<file path="src/mips_defs.svh">
`ifndef MIPS_DEFS_SVH
`define MIPS_DEFS_SVH

// ########################################
// Data path widths
// ########################################

// Width of a data word and of a register.
`define MIPS_WORD_W 32

// Bytes per data word.
`define MIPS_WORD_BYTES (`MIPS_WORD_W / 8)

// ########################################
// Data RAM geometry
// ########################################

// Word address width of the data RAM, 256 words.
`define MIPS_DMEM_AW 8

`endif

</file>
<file path="src/mips_pkg.sv">
`default_nettype none

`include "mips_defs.svh"

package mips_pkg;

    typedef logic [`MIPS_WORD_W-1:0] word_t;

    // Decoded memory opcodes handed over by the execute stage.
    typedef enum logic [3:0] {
        NOP,
        LB,
        LBU,
        LH,
        LHU,
        LW,
        LWL,
        LWR,
        SB,
        SH,
        SW,
        SWL,
        SWR
    } decoded_op_t;

    // ########################################
    // Stage payloads
    // ########################################

    typedef struct packed {
        logic        valid;
        decoded_op_t op;
        word_t       addr;     // Byte address.
        word_t       wdata;    // Store value, rt.
        word_t       reg_old;  // Old rt value, merged by LWL and LWR.
    } mem_req_t;

    typedef struct packed {
        logic  valid;
        logic  addr_err;
        word_t rd;
    } mem_rsp_t;

    typedef struct packed {
        logic [`MIPS_WORD_BYTES-1:0] strb;
        word_t                       data;
    } store_lane_t;

endpackage

`default_nettype wire

</file>
<file path="src/store_format.sv">
`timescale 1ns/10ps
`default_nettype none

module store_format (
    input  mips_pkg::decoded_op_t op,
    input  logic [1:0]            addr_lo,
    input  mips_pkg::word_t       wdata,
    output mips_pkg::store_lane_t lane
);
    import mips_pkg::*;

    always_comb begin
        lane = '0;                               // Loads and NOP write nothing.
        case (op)
            SB: begin
                lane.data = {4{wdata[7:0]}};     // Byte sits in every lane.
                case (addr_lo)
                    2'b00: lane.strb = 4'b0001;
                    2'b01: lane.strb = 4'b0010;
                    2'b10: lane.strb = 4'b0100;
                    default: lane.strb = 4'b1000;
                endcase
            end
            SH: begin
                lane.data = {2{wdata[15:0]}};
                if (addr_lo[1]) begin
                    lane.strb = 4'b1100;
                end else begin
                    lane.strb = 4'b0011;
                end
            end
            SW: begin
                lane.strb = 4'b1111;
                lane.data = wdata;
            end
            SWL: begin
                // The top bytes of rt go to the low memory bytes.
                case (addr_lo)
                    2'b00: begin
                        lane.strb = 4'b0001;
                        lane.data = {24'b0, wdata[31:24]};
                    end
                    2'b01: begin
                        lane.strb = 4'b0011;
                        lane.data = {16'b0, wdata[31:16]};
                    end
                    2'b10: begin
                        lane.strb = 4'b0111;
                        lane.data = {8'b0, wdata[31:8]};
                    end
                    default: begin
                        lane.strb = 4'b1111;
                        lane.data = wdata;
                    end
                endcase
            end
            SWR: begin
                case (addr_lo)
                    2'b00: begin
                        lane.strb = 4'b1111;
                        lane.data = wdata;
                    end
                    2'b01: begin
                        lane.strb = 4'b1110;
                        lane.data = {wdata[23:0], 8'b0};
                    end
                    2'b10: begin
                        lane.strb = 4'b1100;
                        lane.data = {wdata[15:0], 16'b0};
                    end
                    default: begin
                        lane.strb = 4'b1000;
                        lane.data = {wdata[7:0], 24'b0};
                    end
                endcase
            end
            default: begin
                lane = '0;
            end
        endcase
    end

endmodule

`default_nettype wire

</file>
<file path="config.mk">
export PLATFORM = sky130hd
export DESIGN_NAME = store_format
export DESIGN_NICKNAME = d
export VERILOG_FILES = /design/src/mips_pkg.sv /design/src/store_format.sv
export VERILOG_INCLUDE_DIRS = /design/src /design/src/src
export SDC_FILE = /design/constraint.sdc
export NUM_CORES = 1
export LEC_CHECK = 0
export BUFFER_PORTS_ARGS = -buffer_cell sky130_fd_sc_hd__buf_2
export CELL_PAD_IN_SITES_DETAIL_PLACEMENT = 1
export CELL_PAD_IN_SITES_GLOBAL_PLACEMENT = 2
export CORE_ASPECT_RATIO = 1.5
export CORE_MARGIN = 4
export CORE_UTILIZATION = 23
export DETAILED_ROUTE_END_ITERATION = 16
export GPL_TIMING_DRIVEN = 0
export PLACE_DENSITY_LB_ADDON = 0.3
export REMOVE_ABC_BUFFERS = 1
export SLEW_MARGIN = 20
export SYNTH_ARGS = -nofsm -noshare
export SYNTH_HDL_FRONTEND = slang
export SYNTH_SLANG_ARGS = --single-unit
</file>
<file path="constraint.sdc">
create_clock -name vclk -period 1.15
set_input_delay 0 -clock vclk [all_inputs]
set_output_delay 0 -clock vclk [all_outputs]
set_load 0.02 [all_outputs]
</file>
; ---- Word-level counts from Yosys, hierarchy flattened
; Index checks and enable logic that the tools add are counted.
[word_totals]
ff_bits = 0
input_bits = 38
out_inout_bits = 36
wordCells = 13
[classes]
n_eq_ne = 7
mux = 5
reduce_logical = 1
[ops]
columns = operator, count
row1 = $pmux 36 s5, 1
row2 = $pmux 36 s3, 1
row3 = $pmux 35 s3, 1
row4 = $eq 4x4->1 const B, 5
row5 = $pmux 4 s3, 1
row6 = $mux 4, 1
row7 = $eq 2x1->1 const B, 1
row8 = $eq 2x2->1 const B, 1
row9 = $logic_not 2->1, 1

; ---- Logic depth before layout (Yosys ltp)
[depth]
depth_word = 3
ltp_mapped = 6

; ---- Worst setup path before layout
; Ideal clock, no wire load.
[synth_timing]
path_kind = input to output
startpoint = input addr_lo[0]
endpoint = output lane[32] (netlist name)
arrival_time_ns = 1.312
t_required_ns = 1.150
path_slack_ns = -0.162
path_stages = 6
cell_sequence = buf_2 -> buf_4 -> buf_2 -> nor3_1 -> o21ai_0 -> a21boi_0
[synth_rtl]
columns = element, line_no
row1 = start: declaration, store_format.sv:6  ; input logic [1:0] addr_lo,
row2 = end: declaration, store_format.sv:8  ; output mips_pkg::store_lane_t lane

==> impl_metrics.yaml <==
cells_and_area:
  fillers: 736
  nFlopsAndLatches: 0
  fin_nets: 313
  nClkBuffers: 0
  seqCellArea_um2: 0
  final_util_pct: 41.0
  drive_gt1_share_pct: 45.4
  mostFrequentLayoutCell: "buf_2"
  area_growth_pct: 73.3
  layout_common_cells: "42 x buf_2, 29 x buf_4, 23 x nand3b_1, 20 x and3_1, 18 x buf_6"
  diodes: 0
global_route:
  grt_usage_pct: 19.1
  grt_first_pass_wirelength_mm: 11.8
  grt-ovfl-total: 0
  antenna_found_initial: 0
  grt_pass1_vias: 2095
  grt_max_degree: 22
power_and_ir_drop:
  p_total_w: 0.00101
  p_per_area_mw_per_mm2: 397
  p_leak_nw: 1.30
  ir_drop_mv: 0.128
run_status:
  violations: "setup timing"
  status: "finished, violations left"
floorplanning:
  die_area_mm2: 0.00772
  coreArea_mm2: 0.00617
  num_rows: 35
  fp.dieH_um: 106
  start_util_pct: 23.7
  boundaryPins: 74
  die_w_um: 73.1
sta:
  worstMarginPinSlew_ns: 0.380
  setup_viol: 22
  finalHoldViolCount: 0
  rsz0062_at_grt: "true"
  fin_tns_setup_ns: -1.30
  worst_slack_ns: -0.0911
  finalMaxSlewViolations: 0
  fin_crit_sh_pct: 108
  slew_headroom_pct: 74.6
  fin_crit_ns: 1.24
  max_freq_mhz: 806
routing:
  drt_wl_total_mm: 7.78
  firstDrtPassIters: 4
  ant_nets: 0
  drc: 0
  wl_per_cell_um: 22.4
  route.vias.total: 2033
  drt_iter0_drc: 118
  vias_per_cell: 5.86
yosys:
  synthCells: 192
  ys_types: 39
  syn_area_per_cell_um2: 7.61
  synth_seq_area_share_pct: 0
  syn-cell-area_mm2: 0.00146
  yosysWarnings: 0
place:
  dp_slack_ns: -1.05
  io_buffer_count: 74
  gp_congestion: 0.799
  dpl.hpwl_mm: 4.23
worst_setup_path:
  crit_path_max_incr_delay_ns: 0.41
  path_cells: "buf_16 -> a21bo_4 -> a32o_4 -> a2111o_1 -> buf_6"
  critical-path-slowest-cell: "a2111o_1"
  cp_data_arrival_time_ns: 1.24
  start_kind: "input port"
  worstSetupPathType: "in -> out"
  crit_start: "addr_lo[1]"
  crit_fanout: 7
  critPathRequiredTime_ns: 1.15
  worst_setup_path_end_kind: "primary output"
worst_hold_path:
  holdPathStages: 3
  min_path_type: "in -> out"
  min_from: "wdata[19]"
job:
  max-cap-violations: 0
## routing by layer
| metal | global-route usage (%) | share of wire [%] | vias up |
|---|---|---|---|
| li1 | - | - | 957 |
| met1 | 25.9 | 42 | 1006 |
| met4 | 1.72 | 0.90 | 0 |
| met5 | 0 | 0 | - |
| met2 | 33.5 | 52 | 62 |
| met3 | 1.24 | 4.9 | 8 |
## Yosys cell counts (2+ instances only)
master	instances	share of area (%)
and3_1	21	9.0
o21ai_0	4	1.4
nand2b_1	4	1.7
o22ai_1	6	2.6
a22o_1	8	4.8
nor2_1	9	2.3
clkbuf_1	9	2.3
or3b_2	2	1.2
buf_2	10	3.4
nor3_1	3	1.0
a21oi_1	12	4.1
mux4_2	7	11
a221o_1	8	5.5
a21boi_0	2	1.0
inv_1	8	2.1
a2111o_1	14	11
mux2i_1	13	8.9
buf_1	2	0.51
nand3b_1	23	12
nor2b_1	6	2.6
nand2_1	2	0.51
a31oi_1	2	0.86
## logic make-up after synthesis
group	share of synthesized area (%)
muxes	19.7
buffers and inverters	9.59
AOI/OAI and AO/OA	36.6
and+or+nand+nor	34.1
## report_power, final
part / leakage, nW / internal [W] / switching, W
Clock: 0 / 0 / 0
Sequential: 0 / 0 / 0
Combinational: 1.30 / 0.000523 / 0.000483
## metrics by stage
step | instances | area (um^2) | hold WS, ns
global placement | 317 | 1810 | 0.382
detailed placement | 317 | 1810 | 0.379
CTS | 339 | 2360 | 0.364
global route | 347 | 2530 | 0.385
floorplan | 169 | 1350 | 0.124
finish | 347 | 2530 | 0.359
## final timing paths
path / endpoint / slack, ns
setup / recovery: lane[21] / -0.09
hold / removal: lane[19] / 0.36
## area by class of cell
class                           count  area, um^2  area share (%)
Inverter                            8        30.0            1.19
Tap cell                           74        92.6            3.66
Multi-Input combinational cell    163        1420            56.1
Timing Repair Buffer              102         988            39.0
## timing repair
action | 4_1_cts | 5_1_grt
pin swaps | 13 | 19
buffers inserted | 14 | 8
cloned | 8 | 0
endpoints found under the setup margin | 36 | 32
hold buffers | 0 | 0
resized for setup | 60 | 31
## worst max-delay path: cells and delay by family
kind	cells	cell delay, ns
AO/OA/AOI/OAI	3	0.97
buffers and inverters	2	0.26
Power figures use the tool's default switching activity.
