### config.mk
export PLATFORM = sky130hd
export DESIGN_NAME = readdata_format
export DESIGN_NICKNAME = d
export VERILOG_FILES = /design/src/mips_pkg.sv /design/src/readdata_format.sv
export VERILOG_INCLUDE_DIRS = /design/src /design/src/src
export SDC_FILE = /design/constraint.sdc
export NUM_CORES = 1
export LEC_CHECK = 0
export ABC_AREA = 1
export ABC_CLOCK_PERIOD_IN_PS = 1750
export BUFFER_PORTS_ARGS = -buffer_cell sky130_fd_sc_hd__clkbuf_2
export CAP_MARGIN = 20
export CORE_MARGIN = 2
export CORE_UTILIZATION = 45
export DETAILED_ROUTE_END_ITERATION = 16
export PLACE_DENSITY = 0.9
export SLEW_MARGIN = 15
export SYNTH_ARGS = -nofsm -noshare
export SYNTH_HDL_FRONTEND = slang
export SYNTH_SLANG_ARGS = --single-unit
### constraint.sdc
create_clock -name vclk -period 1.75
set_input_delay 0.4375 -clock vclk [all_inputs]
set_output_delay 0.4375 -clock vclk [all_outputs]
set_load 0.005 [all_outputs]
### src/mips_defs.svh
`ifndef MIPS_DEFS_SVH
`define MIPS_DEFS_SVH

// ########################################
// Data path widths
// ########################################

// Width of a data word and of a register.
`define MIPS_WORD_W 32

// Bytes per data word.
`define MIPS_WORD_BYTES (`MIPS_WORD_W / 8)

// ########################################
// Data RAM geometry
// ########################################

// Word address width of the data RAM, 256 words.
`define MIPS_DMEM_AW 8

`endif

### src/mips_pkg.sv
`default_nettype none

`include "mips_defs.svh"

package mips_pkg;

    typedef logic [`MIPS_WORD_W-1:0] word_t;

    // Decoded memory opcodes handed over by the execute stage.
    typedef enum logic [3:0] {
        NOP,
        LB,
        LBU,
        LH,
        LHU,
        LW,
        LWL,
        LWR,
        SB,
        SH,
        SW,
        SWL,
        SWR
    } decoded_op_t;

    // ########################################
    // Stage payloads
    // ########################################

    typedef struct packed {
        logic        valid;
        decoded_op_t op;
        word_t       addr;     // Byte address.
        word_t       wdata;    // Store value, rt.
        word_t       reg_old;  // Old rt value, merged by LWL and LWR.
    } mem_req_t;

    typedef struct packed {
        logic  valid;
        logic  addr_err;
        word_t rd;
    } mem_rsp_t;

    typedef struct packed {
        logic [`MIPS_WORD_BYTES-1:0] strb;
        word_t                       data;
    } store_lane_t;

endpackage

`default_nettype wire

### src/readdata_format.sv
`timescale 1ns/10ps
`default_nettype none

module readdata_format (
    input  mips_pkg::word_t    rdata,
    input  mips_pkg::mem_req_t ctx,
    input  logic               ctx_err,
    output mips_pkg::mem_rsp_t rsp
);
    import mips_pkg::*;

    logic [1:0] ofs;
    word_t      old;
    word_t      rd;

    assign ofs = ctx.addr[1:0];
    assign old = ctx.reg_old;

    always_comb begin
        case (ctx.op)
            LB: begin
                case (ofs)
                    2'b00: rd = {{24{rdata[7]}}, rdata[7:0]};
                    2'b01: rd = {{24{rdata[15]}}, rdata[15:8]};
                    2'b10: rd = {{24{rdata[23]}}, rdata[23:16]};
                    default: rd = {{24{rdata[31]}}, rdata[31:24]};
                endcase
            end
            LBU: begin
                case (ofs)
                    2'b00: rd = {24'b0, rdata[7:0]};
                    2'b01: rd = {24'b0, rdata[15:8]};
                    2'b10: rd = {24'b0, rdata[23:16]};
                    default: rd = {24'b0, rdata[31:24]};
                endcase
            end
            LH: begin
                if (ofs[1]) begin
                    rd = {{16{rdata[31]}}, rdata[31:16]};
                end else begin
                    rd = {{16{rdata[15]}}, rdata[15:0]};
                end
            end
            LHU: begin
                if (ofs[1]) begin
                    rd = {16'b0, rdata[31:16]};
                end else begin
                    rd = {16'b0, rdata[15:0]};
                end
            end
            LWL: begin
                // Low memory bytes fill the top of the register.
                case (ofs)
                    2'b00: rd = {rdata[7:0], old[23:0]};
                    2'b01: rd = {rdata[15:0], old[15:0]};
                    2'b10: rd = {rdata[23:0], old[7:0]};
                    default: rd = rdata;
                endcase
            end
            LWR: begin
                case (ofs)
                    2'b00: rd = rdata;
                    2'b01: rd = {old[31:24], rdata[31:8]};
                    2'b10: rd = {old[31:16], rdata[31:16]};
                    default: rd = {old[31:8], rdata[31:24]};
                endcase
            end
            default: begin
                rd = rdata;                      // LW, stores and NOP see the raw word.
            end
        endcase
    end

    assign rsp.valid    = ctx.valid;
    assign rsp.addr_err = ctx_err;
    assign rsp.rd       = rd;

endmodule

`default_nettype wire

# Word-level counts from Yosys, hierarchy flattened

Cells that the tools add are included.

Register bits after elaboration: 0
Bits of input ports: 134

Equal/unequal tests: 8
Muxes and demuxes: 7
Reductions and logical operators: 1

Operators with widths:

| operator                                      | number |
|---|---|
| one-hot mux 32 bit (3 select lines)           | 3 |
| one-hot mux 32 bit (6 select lines)           | 1 |
| 2-to-1 mux 32 bit                             | 1 |
| one-hot mux 8 bit (3 select lines)            | 1 |
| 2-to-1 mux 16 bit                             | 1 |
| == test 4 x 3 -> 1 bit, second input constant | 3 |
| == test 4 x 2 -> 1 bit, second input constant | 2 |
| == test 4 x 1 -> 1 bit, second input constant | 1 |
| == test 2 x 1 -> 1 bit, second input constant | 1 |
| == test 2 bit, second input constant          | 1 |
| zero test 2 bit                               | 1 |

# Logic depth before layout (Yosys ltp)

Gate-level depths: netlist (run 1).

Depth after elaboration: 3
Gate-level depth with buffers: 11

# Worst setup path after synthesis (run 1)

No wires, ideal clock.

Kind: input -> output
From: in ctx[65] in the netlist's numbering
To: out rsp[11] in the netlist's numbering
Data arrival time: 1,273 ps
Path slack: 39 ps
Stages: 8
Path through: buf_6 -> o21ai_0 -> nand3_2 -> nand3_2 -> inv_2 -> buf_6 -> nor2_1 -> nand2_1

RTL lines:

| element         | line                 | source |
|---|---|---|
| start, declared | readdata_format.sv:6 | `input mips_pkg::mem_req_t ctx,` |
| end, declared   | readdata_format.sv:8 | `output mips_pkg::mem_rsp_t rsp` |

==> results of run 1 <==
## kinds of logic after synthesis
logic type / after synthesis
AO/OA/AOI/OAI: 43
AND/OR/NAND/NOR: 412
buffers and inverters: 87
## worst min path at each step
stage                     startpoint       to  slack [ns]  cells after the start
after floorplan              ctx_err  rsp[32]        0.96                      1
after global placement      ctx[100]  rsp[33]        0.88                      0
after detailed placement    ctx[100]  rsp[33]        0.88                      0
after CTS                   ctx[100]  rsp[33]        0.88                      0
after global routing        ctx[100]  rsp[33]        0.88                      0
final                       ctx[100]  rsp[33]        0.88                      0
## where the power goes
part	switching (W)	total (W)	leakage [nW]	internal, W
sequential	0	0	0	0
combinational	0.000712	0.00125	2.55	0.000537
clock	0	0	0	0
## layout by cell type (no fill, tap or decap), drive strengths merged
master / n
clkinv: 2
a22oi: 1
or2: 4
buf: 104
a21oi: 3
o21ai: 25
inv: 51
nor2: 65
nand2: 223
nand3b: 1
nand3: 108
o211ai: 14
clkbuf: 88
nand4: 11
## per-stage QoR
stage / instance area (um2) / hold slack [ns] / power [W] / std cells / setup TNS, ns
after floorplan: 2530 / 0.956 / 0.000468 / 542 / 0
after global placement: 3450 / 0.875 / 0.000844 / 747 / -10.23
after detailed placement: 3450 / 0.875 / 0.000867 / 747 / -11.03
after CTS: 3980 / 0.875 / 0.00102 / 762 / -7.58
after global routing: 4490 / 0.875 / 0.00131 / 772 / -12.26
final: 4490 / 0.875 / 0.00125 / 772 / -10.49
## cell type report
cell class                      instances  area (um2)  share of cell area [%]
Multi-Input combinational cell        455        2530                    56.2
Timing Repair Buffer                  192        1650                    36.6
Inverter                               52         225                    5.01
Tap cell                               72        90.1                    2.01
Timing Repair inverter                  1        5.00                   0.111
## critical path, delay by kind of cell
kind                   cells  cell delay, ns
AND/OR/NAND/NOR            4            0.46
AO/OA/AOI/OAI              1            0.26
buffers and inverters      5            0.62
## per-layer routing
layer | part of all wire (%) | routed length, um | vias to the layer above | track usage (%)
li1 | - | - | 2068 | -
met1 | 31 | 4890 | 2217 | 43.3
met2 | 43 | 6850 | 625 | 66.4
met3 | 14 | 2290 | 263 | 5.57
met4 | 12 | 1980 | 0 | 26.4
met5 | 0 | 0 | - | 0
## what timing repair did
action / in CTS / in global routing
gates resized for setup: 77 / 132
pin swaps: 22 / 36
hold endpoints to repair: 0 / 0
buffers inserted: 9 / 7
gates cloned: 6 / 3
endpoints found under the setup margin: 32 / 32
==> impl_metrics.json, run 1 <==
{
  "status": "complete, but fails checks",
  "cp-start-kind": "input pin",
  "finalWirelength_um": 16000,
  "synth_top_cell_by_area": "nand2_1",
  "die_h_um": 79.1,
  "synth_cell_types": 23,
  "synth_area_um2": 2530,
  "grt.overflow.total": 0,
  "synth_xor_area_share_pct": 0,
  "fill_cells": 336,
  "synthMuxAreaShare_pct": 0,
  "final_antenna_net_count": 0,
  "drv_slew": 0,
  "io_pins": 168,
  "post-route-period-util_pct": 128,
  "syn_avg_cell_area_um2": 4.68,
  "final_util_pct": 82.1,
  "fmax_ghz": 0.448,
  "timing.final.ws_setup_ns": -0.483,
  "crit_type": "input pin to output pin",
  "grtUsageTotal_pct": 38.4,
  "die_w_um": 79.1,
  "n_antenna_cell": 0,
  "drtPass1Iterations": 9,
  "drc": 0,
  "ys_warn_count": 0,
  "start_util_pct": 46.3,
  "synth_fa_ha_area_share_pct": 0,
  "grt_first_pass_wirelength_um": 19600,
  "cp-startpoint": "ctx[65]",
  "syn_to_final_growth_pct": 77.2,
  "dp_slack_ns": -0.445,
  "routabilityCongestion": 1.02,
  "critical-path-slowest-cell": "o211ai_1",
  "seqCellArea_um2": 0,
  "io_buffers": 102,
  "antenna_found_initial": 0,
  "power_density_nw_per_um2": 278,
  "crit_required_ns": 1.31,
  "viasPerCell": 6.70,
  "yosysMostFrequentCell": "nand2_1",
  "nets": 836,
  "violations": "negative setup slack",
  "synth_top_cells_by_count": "nand2_1 (219), nand3_1 (105), nor2_1 (60)",
  "layout-drive-gt1-share_pct": 44.3,
  "syn_nets": 676,
  "setup_viol": 32,
  "wire_per_inst_um": 20.8,
  "ys_seq_area_share_pct": 0,
  "num-clock-buffers": 0,
  "p_leak_nw": 2.55,
  "ir_drop_mv": 0.150,
  "rsz0062_at_grt": "true",
  "yosys-top-cells-area": "nand2_1 (32%), nand3_1 (21%), nor2_1 (8.9%)",
  "arrival_ns": 1.80,
  "core_um2": 5470,
  "layout_min_cycle_time_ns": 2.23,
  "synth_compound_area_share_pct": 11.0,
  "synth_top_area_share_pct": 32.4,
  "grt_pass1_vias": 4365,
  "syn_inst": 542,
  "hpwl_um": 8420,
  "timing.critical_path.slowest_cell_delay_ns": 0.26,
  "grt_max_degree": 23,
  "hold_viol": 0,
  "via_count": 5173,
  "path_cells": "buf_8 -> buf_12 -> nor2_8 -> buf_12 -> buf_16 -> o211ai_1 -> nand3_1 -> nor2_1 -> nand2_1 -> clkbuf_2",
  "hp-class": "input pin to output pin",
  "dieArea_um2": 6250,
  "tightest_slew_ns": 0.279,
  "maxCapViolCount": 0,
  "crit_end": "rsp[26]",
  "ctsHoldBuffers": 0,
  "path_max_fanout": 8,
  "cpMostUsedCell": "buf_12",
  "synth_top_family_by_area": "simple AND/OR/NAND/NOR gates",
  "synth-simple-area-share_pct": 70.6,
  "seq_cells": 0,
  "drt_iter0_drc": 872,
  "rows": 27,
  "slew-limit-headroom_pct": 81.3,
  "end_kind": "output pin"
}
No activity file was read; power rests on OpenSTA's default activity.
==> run 2, diff against run 1 <==
ABC_CLOCK_PERIOD_IN_PS = 1840   (was 1750)
CORE_UTILIZATION = 41   (was 45)
PLACE_DENSITY = 0.87   (was 0.9)
clock period = 1.84 ns   (was 1.75 ns; I/O delays follow)
==> impl_metrics.json, run 2 (same netlist as run 1, synthesis figures left out) <==
{
  "fill_cells": 501,
  "tns_ns": -7.12,
  "violations": "negative setup slack",
  "path_max_fanout": 7,
  "seq_cells": 0,
  "timing.final.ws_setup_ns": -0.279,
  "rsz0062_at_grt": "true",
  "nets": 826,
  "routabilityCongestion": 1.03,
  "num-clock-buffers": 0,
  "drt_iter0_drc": 377,
  "via_count": 4419,
  "final_cell_mix": "nand2_1 (196), clkbuf_2 (84), nand3_1 (81), buf_4 (46), nor2_1 (44)",
  "swShare_pct": 54.4,
  "dpl_cell_area_um2": 3450,
  "final_area_um2": 4260,
  "wire_per_inst_um": 16.4,
  "fmax_ghz": 0.472,
  "grt_max_degree": 19,
  "final_antenna_net_count": 0,
  "layout_commonest_cell": "nand2_1",
  "syn_to_final_growth_pct": 68.2,
  "slew-limit-headroom_pct": 81.2,
  "cp-start-kind": "input pin",
  "whs_ns": 0.920,
  "layout-drive-gt1-share_pct": 40.9,
  "dieArea_um2": 6830,
  "grt_pass1_vias": 3703,
  "top_layer": "met4",
  "status": "complete, but fails checks",
  "drv_slew": 0,
  "die_h_um": 82.6,
  "pwr-share-seq_pct": 0,
  "dp_cells": 747,
  "io_pins": 168,
  "ir_drop_mv": 0.175,
  "crit_required_ns": 1.38,
  "setup_viol": 32,
  "end_kind": "output pin",
  "tightest_slew_ns": 0.280,
  "power_density_nw_per_um2": 249,
  "hpwl_um": 8470,
  "die_w_um": 82.6,
  "dr_wl_met2_um": 6130,
  "arrival_ns": 1.66,
  "rows": 28,
  "grt_first_pass_wirelength_um": 17300,
  "core_um2": 5960,
  "grtUsageTotal_pct": 32.4,
  "viasPerCell": 5.78,
  "n_antenna_cell": 0,
  "seqCellArea_um2": 0,
  "drtPass1Iterations": 6,
  "layout_min_cycle_time_ns": 2.12,
  "post-route-period-util_pct": 115,
  "crit_type": "input pin to output pin",
  "maxCapViolCount": 0,
  "io_buffers": 102,
  "pwr-share-comb_pct": 100.0,
  "met1Wirelength_um": 4560,
  "wl_met3_um": 1120,
  "drc": 0,
  "hp-class": "input pin to output pin",
  "finalWirelength_um": 12500,
  "power_switching_w": 0.000577,
  "hold_viol": 0,
  "grt.overflow.total": 0,
  "start_util_pct": 42.6,
  "fin_cells": 765,
  "antenna_found_initial": 0,
  "p_leak_nw": 2.43,
  "p_int_w": 0.000484,
  "clock_power_share_pct": 0
}
## run 2: changes by cell type in the layout (fill, tap and decap cells not counted), sizes merged
| cell | delta |
|---|---|
| bufbuf | +1 |
| buf | -10 |
| inv | +1 |
| clkinv | -2 |
## run 2: critical path, cell delays in order
cell and delay, ns:
clkbuf_16 0.14, buf_12 0.13, nor2_8 0.16, nand2_2 0.10
nand3_4 0.10, nand3_4 0.10, inv_4 0.10, buf_12 0.15
nor2_2 0.05, nand2_1 0.05, clkbuf_2 0.10
## run 2: final cells by class
type                       instances  area [um2]  share of cell area (%)
timing repair buffer             183        1510                    35.3
tap                               75        93.8                    2.20
multi-input combinational        455        2450                    57.5
inverter                          52         213                    4.99
## run 2: per-layer routing
layer  vias up  GRT usage [%]
li1       2047              -
met1      1969           40.1
met2       325           57.8
met3        78           1.85
met4         0           13.6
met5         -              0
## run 2: final timing paths
| check | startpoint | end | slack [ns] | cells past startpoint |
|---|---|---|---|---|
| setup / recovery | ctx[65] | rsp[29] | -0.28 | 11 |
| hold / removal | ctx[100] | rsp[33] | 0.92 | 0 |
## run 2: repair_timing
action / 4_1_cts / 5_1_grt
hold buffers: 0 / 0
setup buffers: 4 / 6
pin swaps: 21 / 38
endpoints found under the hold margin: 0 / 0
resized for setup: 59 / 106
gates cloned: 4 / 4
endpoints found under the setup margin: 32 / 32
## run 2: stage by stage
stage	total power [W]	setup WS, ns	util [%]
floorplan	0.000446	0.0842	-
global placement	0.000807	-0.356	58.0
detailed placement	0.000826	-0.380	58.0
CTS	0.000926	-0.220	64.2
global route	0.00114	-0.358	71.6
finish	0.00106	-0.279	71.6
## run 2: power by group through the flow
stage	clock network (W)	registers, W	logic [W]
finish	0	0	0.00106
global route	0	0	0.00114
CTS	0	0	0.000926
detailed placement	0	0	0.000826
global placement	0	0	0.000807
floorplan	0	0	0.000446
==> run 3, diff against run 2 <==
TNS_END_PERCENT = 1   (was default)
==> impl_metrics.json, run 3 (same netlist as run 1, synthesis figures left out) <==
{
  "timing.final.ws_setup_ns": -0.263,
  "grt_max_degree": 19,
  "layout_commonest_cell": "nand2_1",
  "finalWirelength_um": 10900,
  "cp-start-kind": "input pin",
  "drv_slew": 0,
  "num-clock-buffers": 0,
  "timing.critical_path.slowest_cell_delay_ns": 0.17,
  "routabilityCongestion": 1.03,
  "end_kind": "output pin",
  "hp-class": "input pin to output pin",
  "syn_to_final_growth_pct": 46.1,
  "post-route-period-util_pct": 114,
  "tns_ns": -6.81,
  "die_h_um": 82.6,
  "core_um2": 5960,
  "dp_slack_ns": -0.380,
  "ctsHoldBuffers": 0,
  "multi_input_area_um2": 2180,
  "path_cells": "clkbuf_16 -> buf_12 -> nor2_8 -> buf_12 -> nand2_2 -> nand4_1 -> nand2_1 -> nand2_1 -> nor2_1 -> nor2_1 -> clkbuf_2",
  "p_leak_nw": 2.15,
  "hpwl_um": 8470,
  "drtPass1Iterations": 6,
  "io_pins": 168,
  "crit_required_ns": 1.38,
  "drc": 0,
  "ir_drop_mv": 0.173,
  "layout_min_cycle_time_ns": 2.10,
  "n_antenna_cell": 0,
  "grtUsageTotal_pct": 30.4,
  "violations": "negative setup slack",
  "seq_cells": 0,
  "arrival_ns": 1.64,
  "setup_viol": 32,
  "tightest_slew_ns": 0.249,
  "dieArea_um2": 6830,
  "wire_per_inst_um": 14.5,
  "hold_viol": 0,
  "final_antenna_net_count": 0,
  "path_max_fanout": 10,
  "final_cell_mix": "nand2_1 (211), nand3_1 (97), clkbuf_2 (96), nor2_1 (53), inv_1 (43)",
  "fmax_ghz": 0.476,
  "viasPerCell": 5.60,
  "io_buffers": 102,
  "via_count": 4192,
  "nets": 810,
  "antenna_found_initial": 0,
  "grt_pass1_vias": 3598,
  "status": "complete, but fails checks",
  "rsz0062_at_grt": "true",
  "fill_cells": 591,
  "total_power_w": 0.000906,
  "crit_type": "input pin to output pin",
  "power_density_nw_per_um2": 245,
  "drt_iter0_drc": 383,
  "die_w_um": 82.6,
  "maxCapViolCount": 0,
  "rows": 28,
  "seqCellArea_um2": 0,
  "slew-limit-headroom_pct": 83.2,
  "critical-path-slowest-cell": "nor2_8",
  "grt.overflow.total": 0,
  "grt_first_pass_wirelength_um": 16400,
  "layout-drive-gt1-share_pct": 32.9,
  "start_util_pct": 42.6
}
-- run 3: cell types whose count changed in the layout (fill, tap and decap cells not counted), sizes merged --
cell and delta:
buf -26, clkbuf +11, bufbuf -1
-- run 3: metal layers --
layer	part of all wire (%)	global-route usage (%)	vias to the layer above	routed length, um
met5	0	0	-	0
met2	48	55.0	283	5260
met1	38	37.7	1852	4150
met4	4.8	12.1	0	519
li1	-	-	2003	-
met3	8.8	0.761	54	960
-- run 3: layout make-up --
type                            count  area share [%]
Multi-Input combinational cell    455            58.9
Timing Repair Buffer              167            33.1
Inverter                           52            5.47
Tap cell                           75            2.53
-- run 3: path summary, 6_finish.rpt --
path | startpoint | endpoint | slack (ns) | depth (start not counted)
worst min-delay path | ctx[100] | rsp[33] | 0.92 | 0
worst max-delay path | ctx[65] | rsp[28] | -0.26 | 11
-- run 3: worst max-delay path: cells and delay by family --
family        cells  cell delay (ns)
buf+inv           4             0.58
simple gates      7             0.59
-- run 3: power breakdown --
part | internal (W) | switching (W)
combinational | 0.000402 | 0.000504
clock | 0 | 0
sequential | 0 | 0
total | 0.000402 | 0.000504
-- run 3: timing repair --
| item | CTS | global route |
|---|---|---|
| endpoints found under the setup margin | 32 | 32 |
| resized for setup | 38 | 23 |
| gates cloned | 1 | 1 |
| buffers inserted | 1 | 0 |
| pin swaps | 9 | 7 |
-- run 3: metrics by stage --
step / instance area, um2 / utilization (%) / hold slack [ns] / cells
after floorplan: 2530 / - / 1.00 / 542
after CTS: 3640 / 61.2 / 0.920 / 749
after detailed placement: 3450 / 58.0 / 0.920 / 747
final: 3700 / 62.2 / 0.920 / 749
after global placement: 3450 / 58.0 / 0.920 / 747
after global routing: 3700 / 62.2 / 0.920 / 749
